===== config.mk =====
export PLATFORM = sky130hd
export DESIGN_NAME = msx_upload_top
export DESIGN_NICKNAME = d
export VERILOG_FILES = /design/src/msx_upload_pkg.sv /design/src/config_sequencer.sv /design/src/ddr_byte_reader.sv /design/src/entry_table.sv /design/src/msx_upload_top.sv /design/src/ram_filler.sv /design/src/upload_trigger.sv
export SDC_FILE = /design/constraint.sdc
export NUM_CORES = 2
export LEC_CHECK = 0
export BUFFER_PORTS_ARGS = -buffer_cell sky130_fd_sc_hd__buf_2
export CORE_ASPECT_RATIO = 0.9
export CORE_MARGIN = 2
export CORE_UTILIZATION = 55
export CTS_CLUSTER_SIZE = 40
export DETAILED_ROUTE_END_ITERATION = 6
export PLACE_DENSITY = 0.8
export SYNTH_ARGS = -nofsm -noshare
export SYNTH_HDL_FRONTEND = slang
export SYNTH_SLANG_ARGS = --single-unit

===== constraint.sdc =====
create_clock -name clk -period 11.7 [get_ports clk]
set_input_delay 1.755 -clock clk [delete_from_list [all_inputs] [get_ports clk]]
set_output_delay 1.755 -clock clk [all_outputs]
set_load 0.01 [all_outputs]

===== src/msx_upload_pkg.sv =====
package msx_upload_pkg;

   localparam int DDR_AW         = 28;
   localparam int RAM_AW         = 27;
   localparam int HDR_BYTES      = 16;
   localparam int SLOT_ENTRIES   = 64;               // 4 slots x 4 subslots x 4 pages
   localparam int LOOKUP_ENTRIES = 16;
   localparam int PAGE_SHIFT     = 14;               // 16 KB pages
   localparam int KBD_SKIP       = 512;

   localparam logic [23:0] SIGNATURE = "MSX";

   typedef enum logic [3:0] {
      SLOT_INTERNAL = 4'd5,
      KBD_LAYOUT    = 4'd6,
      CONFIG        = 4'd7
   } config_typ_t;

   typedef enum logic [7:0] {
      MAPPER_NONE       = 8'd0,
      MAPPER_RAM        = 8'd1,
      MAPPER_ASCII8     = 8'd2,
      MAPPER_ASCII16    = 8'd3,
      MAPPER_KONAMI     = 8'd4,
      MAPPER_KONAMI_SCC = 8'd5,
      MAPPER_UNUSED     = 8'hFF
   } mapper_t;

   typedef enum logic [7:0] {
      DEVICE_NONE = 8'd0,
      DEVICE_FDC  = 8'd1,
      DEVICE_SCC  = 8'd2
   } device_t;

   typedef enum logic [7:0] {
      ROM_NONE = 8'd0,
      ROM_RAM  = 8'd1,
      ROM_ROM  = 8'd2                                // Any other id also means copy
   } data_id_t;

   typedef enum logic {
      FILL_COPY    = 1'b0,
      FILL_CHECKER = 1'b1
   } fill_mode_t;

   typedef struct packed {
      mapper_t    mapper;
      device_t    device;
      logic [3:0] ref_ram;
      logic [1:0] offset_ram;
      logic       cart_num;
   } block_t;

   typedef struct packed {
      logic [RAM_AW-1:0] addr;
      logic [15:0]       size;                       // In 16 KB pages
      logic              ro;
   } lookup_ram_t;

   typedef struct packed {
      logic [3:0] slot_expander_en;
      logic [1:0] msx_typ;
   } bios_config_t;

endpackage


===== src/config_sequencer.sv =====
`timescale 1ns/1ps

module config_sequencer (
   input  logic                              clk,
   input  logic                              rst_n,
   input  logic                              load,
   input  logic [msx_upload_pkg::RAM_AW-1:0] conf_size,
   input  logic                              hdr_valid,
   input  logic [7:0]                        rd_data,
   input  logic                              reader_busy,
   input  logic                              fill_busy,
   input  logic                              fill_done,
   input  logic [msx_upload_pkg::DDR_AW-1:0] fill_next_src,
   input  msx_upload_pkg::block_t            slot_rd_a_data,
   output logic                              reset_rq,
   output logic                              hdr_req,
   output logic [msx_upload_pkg::DDR_AW-1:0] hdr_addr,
   output logic                              fill_start,
   output logic [msx_upload_pkg::RAM_AW-1:0] fill_base,
   output logic [msx_upload_pkg::DDR_AW-1:0] fill_src,
   output logic [msx_upload_pkg::RAM_AW-1:0] fill_bytes,
   output msx_upload_pkg::fill_mode_t        fill_mode,
   output logic                              slot_wr_en,
   output logic [5:0]                        slot_wr_idx,
   output msx_upload_pkg::block_t            slot_wr_data,
   output logic [5:0]                        slot_rd_a_idx,
   output logic                              lookup_wr_en,
   output logic [3:0]                        lookup_wr_idx,
   output msx_upload_pkg::lookup_ram_t       lookup_wr_data,
   output msx_upload_pkg::bios_config_t      bios_config
);
   import msx_upload_pkg::*;

   typedef enum logic [2:0] {
      S_IDLE, S_CLEAN, S_READ_HDR, S_CHECK, S_FILL, S_STORE
   } state_t;

   state_t            state;
   logic [7:0]        hdr [HDR_BYTES];
   logic [3:0]        byte_idx;
   logic              rd_pend;
   logic [5:0]        clean_idx;
   logic [1:0]        page;
   logic [RAM_AW-1:0] ram_ptr;
   logic [3:0]        ref_ram;
   logic              filled;
   logic              past_end;
   logic              sig_ok;
   config_typ_t       typ;
   data_id_t          data_id;
   logic [10:0]       pages;
   logic [3:0]        slot_sub;
   logic [1:0]        page_mode;
   logic [1:0]        page_param;

   assign typ        = config_typ_t'(hdr[3][7:4]);
   assign slot_sub   = hdr[3][3:0];
   assign data_id    = data_id_t'(hdr[4]);
   assign pages      = {hdr[5][2:0], hdr[6]};
   assign page_mode  = hdr[9][2*page +: 2];
   assign page_param = hdr[10][2*page +: 2];
   assign sig_ok     = {hdr[0], hdr[1], hdr[2]} == SIGNATURE;
   assign past_end   = hdr_addr >= DDR_AW'(conf_size);

   assign reset_rq = state != S_IDLE;
   assign hdr_req  = (state == S_READ_HDR) & ~rd_pend & ~reader_busy & ~fill_busy
                   & ~((byte_idx == 4'd0) & past_end);

   // Fill request and its lookup entry come straight from the checked header
   assign fill_start = (state == S_CHECK) & sig_ok & (typ == SLOT_INTERNAL)
                     & (pages != '0) & (data_id != ROM_NONE);
   assign fill_base  = ram_ptr;
   assign fill_src   = hdr_addr;
   assign fill_bytes = RAM_AW'(pages) << PAGE_SHIFT;
   assign fill_mode  = (data_id == ROM_RAM) ? FILL_CHECKER : FILL_COPY;

   assign lookup_wr_en   = fill_start;
   assign lookup_wr_idx  = ref_ram;
   assign lookup_wr_data = '{ram_ptr, 16'(pages), data_id != ROM_RAM};

   assign slot_rd_a_idx = {slot_sub, page_param};

   always_comb begin
      slot_wr_en   = 1'b0;
      slot_wr_idx  = {slot_sub, page};
      slot_wr_data = slot_rd_a_data;                // Mode 1 mirrors another page
      if (state == S_CLEAN) begin
         slot_wr_en   = 1'b1;
         slot_wr_idx  = clean_idx;
         slot_wr_data = '{MAPPER_UNUSED, DEVICE_NONE, 4'd0, 2'd0, 1'b0};
      end else if (state == S_STORE) begin
         slot_wr_en = page_mode != 2'd0;
         case (page_mode)
            2'd2:    slot_wr_data = '{mapper_t'(hdr[8]), device_t'(hdr[7]),
                                      ref_ram, page_param, 1'b0};
            2'd3:    slot_wr_data = '{MAPPER_UNUSED, device_t'(hdr[7]),
                                      ref_ram, page_param, 1'b0};
            default: ;
         endcase
      end
   end

   always_ff @(posedge clk or negedge rst_n) begin
      if (!rst_n) begin
         state       <= S_IDLE;
         hdr_addr    <= '0;
         byte_idx    <= '0;
         rd_pend     <= 1'b0;
         clean_idx   <= '0;
         page        <= '0;
         ram_ptr     <= '0;
         ref_ram     <= '0;
         filled      <= 1'b0;
         bios_config <= '0;
      end else begin
         if (hdr_req) rd_pend <= 1'b1;
         else if (hdr_valid) rd_pend <= 1'b0;

         if (load) begin
            state     <= S_CLEAN;
            hdr_addr  <= '0;
            byte_idx  <= '0;
            clean_idx <= '0;
            ram_ptr   <= '0;
            ref_ram   <= '0;
            filled    <= 1'b0;
         end else begin
            case (state)
               S_CLEAN: begin
                  clean_idx <= clean_idx + 6'd1;
                  if (clean_idx == 6'(SLOT_ENTRIES - 1)) state <= S_READ_HDR;
               end
               S_READ_HDR: begin
                  if (byte_idx == 4'd0 && !rd_pend && past_end) state <= S_IDLE;
                  if (hdr_req) hdr_addr <= hdr_addr + 1'b1;
                  if (hdr_valid) begin
                     byte_idx <= byte_idx + 4'd1;
                     if (byte_idx == 4'(HDR_BYTES - 1)) state <= S_CHECK;
                  end
               end
               S_CHECK: begin
                  page  <= '0;
                  state <= S_READ_HDR;
                  if (!sig_ok) begin
                     state <= S_IDLE;                // Not a record, end of walk
                  end else begin
                     case (typ)
                        KBD_LAYOUT:    hdr_addr <= hdr_addr + DDR_AW'(KBD_SKIP);
                        CONFIG:        bios_config <= '{hdr[4][3:0], hdr[4][5:4]};
                        SLOT_INTERNAL: state <= fill_start ? S_FILL : S_STORE;
                        default: ;
                     endcase
                  end
               end
               S_FILL: begin
                  if (fill_done) begin
                     ram_ptr  <= ram_ptr + fill_bytes;
                     hdr_addr <= fill_next_src;      // Next header follows the ROM data
                     filled   <= 1'b1;
                     state    <= S_STORE;
                  end
               end
               S_STORE: begin
                  page <= page + 2'd1;
                  if (page == 2'd3) begin
                     ref_ram <= ref_ram + 4'(filled);
                     filled  <= 1'b0;
                     state   <= S_READ_HDR;
                  end
               end
               default: ;
            endcase
         end
      end
   end

   always_ff @(posedge clk) begin
      if (state == S_READ_HDR && hdr_valid) hdr[byte_idx] <= rd_data;
   end

endmodule


===== src/ddr_byte_reader.sv =====
`timescale 1ns/1ps

module ddr_byte_reader (
   input  logic                              clk,
   input  logic                              rst_n,
   input  logic                              hdr_req,
   input  logic [msx_upload_pkg::DDR_AW-1:0] hdr_addr,
   input  logic                              fill_req,
   input  logic [msx_upload_pkg::DDR_AW-1:0] fill_addr,
   input  logic [7:0]                        ddr_dat_i,
   input  logic                              ddr_ack,
   output logic                              busy,
   output logic [7:0]                        rd_data,
   output logic                              hdr_valid,
   output logic                              fill_valid,
   output logic                              ddr_cyc,
   output logic                              ddr_stb,
   output logic [msx_upload_pkg::DDR_AW-1:0] ddr_adr
);

   logic owner_fill;
   logic start;

   assign start   = ~ddr_cyc & (hdr_req | fill_req);
   assign busy    = ddr_cyc;
   assign ddr_stb = ddr_cyc;

   always_ff @(posedge clk or negedge rst_n) begin
      if (!rst_n) begin
         ddr_cyc    <= 1'b0;
         owner_fill <= 1'b0;
         hdr_valid  <= 1'b0;
         fill_valid <= 1'b0;
      end else begin
         hdr_valid  <= 1'b0;
         fill_valid <= 1'b0;
         if (ddr_cyc && ddr_ack) begin
            ddr_cyc    <= 1'b0;
            hdr_valid  <= ~owner_fill;
            fill_valid <= owner_fill;
         end else if (start) begin
            ddr_cyc    <= 1'b1;
            owner_fill <= ~hdr_req;                // Header fetch wins a tie
         end
      end
   end

   always_ff @(posedge clk) begin
      if (start) ddr_adr <= hdr_req ? hdr_addr : fill_addr;
      if (ddr_cyc && ddr_ack) rd_data <= ddr_dat_i;
   end

endmodule


===== src/entry_table.sv =====
`timescale 1ns/1ps

module entry_table #(
   parameter type entry_t = msx_upload_pkg::block_t,
   parameter int  DEPTH   = msx_upload_pkg::SLOT_ENTRIES
) (
   input  logic                     clk,
   input  logic                     rst_n,
   input  logic                     wr_en,
   input  logic [$clog2(DEPTH)-1:0] wr_idx,
   input  entry_t                   wr_data,
   input  logic [$clog2(DEPTH)-1:0] rd_a_idx,
   input  logic [$clog2(DEPTH)-1:0] rd_b_idx,
   output entry_t                   rd_a_data,
   output entry_t                   rd_b_data
);

   entry_t entries [DEPTH];

   always_ff @(posedge clk or negedge rst_n) begin
      if (!rst_n) begin
         for (int i = 0; i < DEPTH; i++) begin
            entries[i] <= '0;
         end
      end else if (wr_en) begin
         entries[wr_idx] <= wr_data;
      end
   end

   assign rd_a_data = entries[rd_a_idx];
   assign rd_b_data = entries[rd_b_idx];

endmodule


===== src/msx_upload_top.sv =====
`timescale 1ns/1ps

module msx_upload_top (
   input  logic                              clk,
   input  logic                              rst_n,
   input  logic                              ioctl_download,
   input  logic [15:0]                       ioctl_index,
   input  logic [msx_upload_pkg::RAM_AW-1:0] ioctl_addr,
   input  logic [7:0]                        ddr_dat_i,
   input  logic                              ddr_ack,
   input  logic                              ram_ack,
   input  logic [5:0]                        slot_rd_idx,
   input  logic [3:0]                        lookup_rd_idx,
   output logic                              reset_rq,
   output logic                              ddr_cyc,
   output logic                              ddr_stb,
   output logic [msx_upload_pkg::DDR_AW-1:0] ddr_adr,
   output logic                              ram_cyc,
   output logic                              ram_stb,
   output logic [msx_upload_pkg::RAM_AW-1:0] ram_adr,
   output logic [7:0]                        ram_dat_o,
   output msx_upload_pkg::bios_config_t      bios_config,
   output msx_upload_pkg::block_t            slot_rd_data,
   output msx_upload_pkg::lookup_ram_t       lookup_rd_data
);
   import msx_upload_pkg::*;

   logic              load;
   logic [RAM_AW-1:0] conf_size;
   logic              reader_busy;
   logic [7:0]        rd_data;
   logic              hdr_req;
   logic [DDR_AW-1:0] hdr_addr;
   logic              hdr_valid;
   logic              fill_req;
   logic [DDR_AW-1:0] fill_addr;
   logic              fill_valid;
   logic              fill_start;
   logic [RAM_AW-1:0] fill_base;
   logic [DDR_AW-1:0] fill_src;
   logic [RAM_AW-1:0] fill_bytes;
   fill_mode_t        fill_mode;
   logic              fill_busy;
   logic              fill_done;
   logic [DDR_AW-1:0] fill_next_src;
   logic              slot_wr_en;
   logic [5:0]        slot_wr_idx;
   block_t            slot_wr_data;
   logic [5:0]        slot_rd_a_idx;
   block_t            slot_rd_a_data;
   logic              lookup_wr_en;
   logic [3:0]        lookup_wr_idx;
   lookup_ram_t       lookup_wr_data;

   upload_trigger u_trigger (
      .clk, .rst_n, .ioctl_download, .ioctl_index, .ioctl_addr,
      .load, .conf_size
   );

   ddr_byte_reader u_reader (
      .clk, .rst_n, .hdr_req, .hdr_addr, .fill_req, .fill_addr, .ddr_dat_i, .ddr_ack,
      .busy(reader_busy), .rd_data, .hdr_valid, .fill_valid, .ddr_cyc, .ddr_stb, .ddr_adr
   );

   ram_filler u_filler (
      .clk, .rst_n, .fill_start, .fill_base, .fill_src, .fill_bytes, .fill_mode,
      .fill_valid, .rd_data, .reader_busy, .ram_ack,
      .busy(fill_busy), .fill_done, .fill_next_src, .fill_req, .fill_addr,
      .ram_cyc, .ram_stb, .ram_adr, .ram_dat_o
   );

   config_sequencer u_sequencer (
      .clk, .rst_n, .load, .conf_size, .hdr_valid, .rd_data, .reader_busy,
      .fill_busy, .fill_done, .fill_next_src, .slot_rd_a_data,
      .reset_rq, .hdr_req, .hdr_addr, .fill_start, .fill_base, .fill_src, .fill_bytes,
      .fill_mode, .slot_wr_en, .slot_wr_idx, .slot_wr_data, .slot_rd_a_idx,
      .lookup_wr_en, .lookup_wr_idx, .lookup_wr_data, .bios_config
   );

   entry_table #(.entry_t(block_t), .DEPTH(SLOT_ENTRIES)) u_slot_table (
      .clk, .rst_n, .wr_en(slot_wr_en), .wr_idx(slot_wr_idx), .wr_data(slot_wr_data),
      .rd_a_idx(slot_rd_a_idx), .rd_b_idx(slot_rd_idx),
      .rd_a_data(slot_rd_a_data), .rd_b_data(slot_rd_data)
   );

   entry_table #(.entry_t(lookup_ram_t), .DEPTH(LOOKUP_ENTRIES)) u_lookup_table (
      .clk, .rst_n, .wr_en(lookup_wr_en), .wr_idx(lookup_wr_idx), .wr_data(lookup_wr_data),
      .rd_a_idx(4'd0), .rd_b_idx(lookup_rd_idx),
      .rd_a_data(), .rd_b_data(lookup_rd_data)
   );

endmodule


===== src/ram_filler.sv =====
`timescale 1ns/1ps

module ram_filler (
   input  logic                              clk,
   input  logic                              rst_n,
   input  logic                              fill_start,
   input  logic [msx_upload_pkg::RAM_AW-1:0] fill_base,
   input  logic [msx_upload_pkg::DDR_AW-1:0] fill_src,
   input  logic [msx_upload_pkg::RAM_AW-1:0] fill_bytes,
   input  msx_upload_pkg::fill_mode_t        fill_mode,
   input  logic                              fill_valid,
   input  logic [7:0]                        rd_data,
   input  logic                              reader_busy,
   input  logic                              ram_ack,
   output logic                              busy,
   output logic                              fill_done,
   output logic [msx_upload_pkg::DDR_AW-1:0] fill_next_src,
   output logic                              fill_req,
   output logic [msx_upload_pkg::DDR_AW-1:0] fill_addr,
   output logic                              ram_cyc,
   output logic                              ram_stb,
   output logic [msx_upload_pkg::RAM_AW-1:0] ram_adr,
   output logic [7:0]                        ram_dat_o
);
   import msx_upload_pkg::*;

   fill_mode_t        mode;
   logic [RAM_AW-1:0] wr_left;
   logic [RAM_AW-1:0] rd_left;
   logic [DDR_AW-1:0] src;
   logic              rd_pend;
   logic              buf_full;
   logic [7:0]        buf_data;
   logic              wr_go;

   // Next source byte may be fetched while the current write is in flight
   assign fill_req = busy & (mode == FILL_COPY) & (rd_left != '0)
                   & ~rd_pend & ~buf_full & ~reader_busy;
   assign wr_go    = busy & ~ram_cyc & (wr_left != '0)
                   & ((mode == FILL_CHECKER) | buf_full);

   assign fill_addr     = src;
   assign fill_next_src = src;
   assign ram_stb       = ram_cyc;

   always_ff @(posedge clk or negedge rst_n) begin
      if (!rst_n) begin
         busy      <= 1'b0;
         fill_done <= 1'b0;
         ram_cyc   <= 1'b0;
         rd_pend   <= 1'b0;
         buf_full  <= 1'b0;
         wr_left   <= '0;
         rd_left   <= '0;
         mode      <= FILL_COPY;
      end else begin
         fill_done <= 1'b0;
         if (fill_start) begin
            busy    <= 1'b1;
            mode    <= fill_mode;
            wr_left <= fill_bytes;
            rd_left <= (fill_mode == FILL_COPY) ? fill_bytes : '0;
         end
         if (fill_req) begin
            rd_pend <= 1'b1;
            rd_left <= rd_left - 1'b1;
         end
         if (fill_valid) begin
            rd_pend  <= 1'b0;
            buf_full <= 1'b1;
         end
         if (wr_go) begin
            ram_cyc  <= 1'b1;
            buf_full <= 1'b0;
         end
         if (ram_cyc && ram_ack) begin
            ram_cyc <= 1'b0;
            wr_left <= wr_left - 1'b1;
            if (wr_left == RAM_AW'(1)) begin        // Last byte acked
               busy      <= 1'b0;
               fill_done <= 1'b1;
            end
         end
      end
   end

   always_ff @(posedge clk) begin
      if (fill_start) begin
         ram_adr <= fill_base;
         src     <= fill_src;
      end
      if (fill_req) src <= src + 1'b1;
      if (fill_valid) buf_data <= rd_data;
      if (wr_go) begin
         if (mode == FILL_COPY) ram_dat_o <= buf_data;
         else ram_dat_o <= (ram_adr[8] == ram_adr[1]) ? 8'hFF : 8'h00;   // RAM checker
      end
      if (ram_cyc && ram_ack) ram_adr <= ram_adr + 1'b1;
   end

endmodule


===== src/upload_trigger.sv =====
`timescale 1ns/1ps

module upload_trigger (
   input  logic                              clk,
   input  logic                              rst_n,
   input  logic                              ioctl_download,
   input  logic [15:0]                       ioctl_index,
   input  logic [msx_upload_pkg::RAM_AW-1:0] ioctl_addr,
   output logic                              load,
   output logic [msx_upload_pkg::RAM_AW-1:0] conf_size
);

   logic download_d;
   logic conf_end;

   assign conf_end = download_d & ~ioctl_download & (ioctl_index[5:0] == 6'd1);

   always_ff @(posedge clk or negedge rst_n) begin
      if (!rst_n) begin
         download_d <= 1'b0;
         load       <= 1'b0;
      end else begin
         download_d <= ioctl_download;
         load       <= conf_end;
      end
   end

   always_ff @(posedge clk) begin
      if (conf_end) conf_size <= ioctl_addr;      // Final ioctl address is the size
   end

endmodule

# [Yosys cells after proc, flatten, opt, wreduce, memory -nomap -nowiden]
# Memories as Yosys holds them, arrays and structs flattened.
# Index checks and enable logic that the tools add are counted.
[classes] bitwise=40 addsub=11 n_mux=86 n_lt_le_gt_ge=8 shifts=2 n_eq_ne=25 n_reduce_logical=42
[ops] operator="$bwmux W1472" n=1
[ops] operator="$bwmux W704" n=1
[ops] operator="$bmux W23 S6" n=2
[ops] operator="$mux W27" n=9
[ops] operator="$mux W28" n=8
[ops] operator="$bmux W44 S4" n=1
[ops] operator="$demux W44 S4" n=1
[ops] operator="$mux W23" n=7
[ops] operator="$demux W23 S6" n=1
[ops] operator="$mux W44" n=3
[ops] operator="$pmux W28 S3" n=1
[ops] operator="$add A28 B1 Y28 const B" n=2
[ops] operator="$reduce_bool A27 Y1" n=2
[ops] operator="$sub A27 B1 Y27 const B" n=2
[ops] operator="$pmux W23 S2" n=1
[ops] operator="$reduce_bool A2 Y1" n=16
[ops] operator="$add A28 B10 Y28 const B" n=1
[ops] operator="$ge A28 B27 Y1" n=1
[ops] operator="$add A27 B1 Y27 const B" n=1
[ops] operator="$add A27 B25 Y27" n=1
[ops] operator="$eq A27 B1 Y1 const B" n=1
[ops] operator="$mux W3" n=9
[ops] operator="$mux W1" n=26
[ops] operator="$mux W25" n=1
[ops] operator="other kinds (46)" n=115
[word_totals] register_bits=2458 ramBits=128 inputBits=66 n_memories=1 elab_cells=615
[mem_list] memory="u_sequencer.hdr" depth=16 width=8 read_ports=11 rd_ports_with_merged_regs=0 write_ports=1 line="config_sequencer.sv:39" source="logic [7:0] hdr [HDR_BYTES];"

# [Longest topological paths before layout]
# An unclocked memory read counts as a cell.
[logic_depth] ltp_word=11 depth_mapped=17 mapped_depth_nobuf=10

# [Modules after synthesis]
# A second synthesis with hierarchy kept.
[hier_totals] cells_unflattened=9578 area_unflattened_um2=135552.5
[by_module_without_submodules] module="entry_table (u_slot_table)" instances=1 area_each_um2=79312.3 cells_each=5440
[by_module_without_submodules] module="entry_table (u_lookup_table)" instances=1 area_each_um2=36607.6 cells_each=2289
[by_module_without_submodules] module="config_sequencer" instances=1 area_each_um2=9387.8 cells_each=919
[by_module_without_submodules] module="ram_filler" instances=1 area_each_um2=7654.8 cells_each=815
[by_module_without_submodules] module="ddr_byte_reader" instances=1 area_each_um2=1702.9 cells_each=82
[by_module_without_submodules] module="upload_trigger" instances=1 area_each_um2=883.3 cells_each=32
[by_module_without_submodules] module="msx_upload_top" instances=1 area_each_um2=3.8 cells_each=1

# [Least setup slack after synthesis]
# No wires, ideal clock.
[synth_path] path_kind="input-to-output" start="input slot_rd_idx[0]" end="output slot_rd_data[10] (netlist name)" arrival_time_ns=4.548 stages=6 path_slack_ns=5.397 t_required_ns=9.945 n_path_buf=3 path_cell_list="clkbuf_1 > buf_1 > buf_1 > mux4_2 > mux4_2 > mux4_2"
[synth_lines] element="start, declared" line="msx_upload_top.sv:12" source="input logic [5:0] slot_rd_idx,"
[synth_lines] element="end, declared" line="msx_upload_top.sv:23" source="output msx_upload_pkg::block_t slot_rd_data,"

==> results.py <==
metrics = {
    "clocking": {
        "cts_tree": "yes",
        "postCtsSetupBuffers": 0,
        "clock-sinks": 2223,
        "path_clk_slew_ns": 0.06,
        "cts_resized": 0,
        "cts-root-buf": "clkbuf_16",
        "cts_buffers": 217,
        "holdBufCountCts": 0,
        "clk_path_buf_depth": 3,
        "clk_latency_ns": 0.92,
        "cts-htree-levels": 4,
    },
    "worst_setup_path": {
        "cp.arrival_ns": 5.43,
        "r2r-end": "u_slot_table.entries[487]$_DFFE_PN0P_",
        "ff2ff_setup_slack_ns": 5.17,
        "max_stage_delay_ns": 0.92,
        "end_kind": "primary output",
        "r2r-start": "u_sequencer.page[1]$_DFFE_PN0P_",
        "cpMaxStageDelayCell": "buf_4",
        "timing_worst_setup_path_type": "input port to primary output",
        "reg2reg_depth": 9,
        "crit_chain": "buf_8 -> buf_4 -> mux4_2 -> mux4_2 -> mux4_2 -> buf_2",
        "critPathMostFrequentCell": "mux4_2",
        "path_max_fanout": 64,
        "start_kind": "input port",
        "cp.required_ns": 9.95,
    },
    "drt": {
        "drc_errors": 13,
        "vias": 87820,
        "viasPerCell": 6.875,
        "drtIter0Drc": 13360,
        "wire_per_inst_um": 27.73,
        "firstDrtPassIters": 7,
        "routed_wirelength_um": 354200,
        "final_antenna_net_count": 0,
    },
    "die": {
        "core_area_sq_um": 203100,
        "ioPinCount": 207,
        "dieWidth_um": 480.0,
        "dieHeight_um": 432.4,
        "die_area_sq_um": 207600,
        "rows": 157,
        "initial_core_util_pct": 55.22,
    },
    "global_route": {
        "grt_overflow": 0,
        "grt_pass1_vias": 87070,
        "grt_antenna_before_repair": 18,
        "track_usage_pct": 33.78,
        "grt_pass1_wl_um": 532700,
        "grt_max_degree": 198,
    },
    "finish": {
        "nets": 10020,
        "final_cell_mix": "nand2_1, dfrtp_1, o21ai_0",
        "layout_commonest_cell": "nand2_1",
        "final_layout_size_suffix_gt1_share_pct": 19.50,
        "layout-area-overhead-vs-synth_pct": 8.464,
    },
    "job": {
        "max_cap_violations": 2,
    },
    "synth": {
        "ys_seq_area_share_pct": 50.56,
        "yosys.area_share.simple_pct": 11.42,
        "yosys_warnings": 0,
        "async_flop_share_pct": 90.24,
        "yosysUniqueCellTypes": 86,
        "synthCells": 10240,
        "synth_compound_area_share_pct": 11.80,
        "synth_top_family_by_area": "multiplexers",
        "synthFlopType": "dfrtp_1",
        "synth-xor-area-share_pct": 0.6246,
        "synth.avg_cell_area_sq_um": 10.96,
        "synth-edff-count": 217,
        "syn-cell-area_sq_um": 112200,
        "synth_top_cell_by_area": "dfrtp_1",
        "synthMuxAreaShare_pct": 21.00,
        "synth-adder-area-share_pct": 0.6202,
        "ys_top_cells_by_area": "dfrtp_1, mux4_2, nand2_1",
        "ys_ff_latch": 2223,
        "synth_top_cell_area_share_pct": 44.75,
    },
    "power_and_ir_drop": {
        "power_density_nw_per_um2": 136.6,
        "power.switching_w": 0.004075,
        "p_comb_share_pct": 7.0,
        "swShare_pct": 24.51,
        "vdd_ir_drop_max_uv": 112.3,
        "leakage_nw": 52.11,
        "internal_power_w": 0.01255,
        "p_clk_share_pct": 43.3,
        "seqPwrFrac_pct": 49.7,
    },
    "hold_path": {
        "min_from": "u_filler.rd_left[5]$_DFFE_PN0P_",
        "min_to": "u_filler.rd_left[5]$_DFFE_PN0P_",
        "hold_depth": 1,
        "hold_path.class": "register to register",
    },
    "place": {
        "globalplace.congestion": 0.9572,
        "io_buffers": 177,
        "hpwlAfterDp_um": 212200,
    },
    "timing": {
        "finalSetupViolations": 0,
        "hold_viol_final": 0,
        "slew_violations": 23,
        "fin_crit_sh_pct": 61.42,
        "tns_ns": 0,
        "skew_ns": 0.08500,
        "holdWs_ns": 0.4879,
        "layout_min_cycle_time_ns": 7.187,
        "tightest_slew_ns": 1.517,
        "rsz0062_at_grt": "no",
        "relSlewSlack_pct": -1.409,
        "timing.fmax_ghz": 0.1391,
    },
    "status": {
        "status": "finished, violations left",
        "violations": "design-rule violations, max-capacitance violations, max-slew violations",
    },
}
[critical path: cells and delay by family]
kind     cells  cell delay (ns)
mux          3             1.85
buf+inv      3             1.71
[per-stage QoR]
stage | std cells | area [sq um] | utilization, % | setup slack [ns] | power [W]
6_report | 12770 | 121700 | 59.90 | 4.513 | 0.01663
5_1_grt | 12770 | 121600 | 59.89 | 4.326 | 0.01708
4_1_cts | 12770 | 121600 | 59.89 | 4.539 | 0.01661
2_1_floorplan | 10250 | 112200 | - | 5.397 | 0.009060
3_5_place_dp | 12380 | 114400 | 56.31 | 4.541 | 0.009525
3_3_place_gp | 12380 | 114400 | 56.31 | 4.543 | 0.009446
[area by class of cell]
cell class / instances / area (sq um)
fill: 15210 / 81450
sequential: 2223 / 56720
multi-input combinational: 7015 / 51410
clock buffer: 305 / 6216
tap: 2703 / 3382
timing repair buffer: 374 / 2618
clock inverter: 81 / 1057
inverter: 64 / 240.2
antenna: 9 / 22.52
[cells in the mapped netlist (35+ instances only)]
library cell  number
nand2_1         2196
dfrtp_1         2006
o21ai_0         1465
clkbuf_1         682
mux4_2           641
mux2_2           501
mux2i_1          348
nand3_1          218
edfxtp_1         217
nor2_1           208
a21oi_1          181
a211oi_1         123
a31oi_1          106
buf_1             95
nor2b_1           92
buf_2             78
a22oi_1           74
o21ai_1           70
o22ai_1           66
inv_1             64
nor3_1            59
ha_1              54
nand4_1           54
buf_6             47
nor4_1            47
and3_1            46
xor2_1            46
buf_4             40
and2_1            35
[layer usage]
metal | part of all wire (%) | routed length (um) | global-route usage (%) | vias to the layer above
met3 | 14 | 48400 | 11.62 | 1616
met4 | 7.8 | 27770 | 22.22 | 22
li1 | - | - | - | 36190
met1 | 35 | 124300 | 43.01 | 43590
met2 | 43 | 153500 | 49.18 | 6407
met5 | 0.072 | 254 | 0.2568 | -
[sequential cells by signal (all words and copies together), names as in the netlist, 28 cells and up]
signal,cells
u_filler.fill_addr,28
u_lookup_table.entries,400
u_reader.ddr_adr,28
u_sequencer.fill_src,28
u_sequencer.hdr,83
u_slot_table.entries,1472
[cells by family (layout without fill, tap and decap cells)]
kind of cell | after synthesis | count (layout)
AO/OA/AOI/OAI | 2321 | 2321
flip-flops | 2223 | 2223
adder cells (fa/ha/maj) | 55 | 55
multiplexers | 1490 | 1490
AND/OR/NAND/NOR | 3050 | 3050
XOR/XNOR | 80 | 80
buffers and inverters | 1015 | 824
other | 1 | 28
[worst max-delay path by stage]
stage,start,cells after the start,slack [ns],end
final,slot_rd_idx[0],6,4.51,slot_rd_data[19]
after global routing,slot_rd_idx[0],6,4.33,slot_rd_data[19]
after CTS,slot_rd_idx[0],6,4.54,slot_rd_data[7]
after detailed placement,slot_rd_idx[0],6,4.54,slot_rd_data[7]
after global placement,slot_rd_idx[0],6,4.54,slot_rd_data[7]
after floorplan,slot_rd_idx[0],6,5.40,slot_rd_data[10]
[power groups by stage]
stage               sequential, W  clock, W  combinational (W)
floorplan                 0.00832         0           0.000735
CTS                       0.00825   0.00721            0.00114
finish                    0.00827   0.00720            0.00116
global route              0.00829   0.00754            0.00125
global placement          0.00836         0            0.00108
detailed placement        0.00839         0            0.00113
Power figures use the tool's default switching activity.
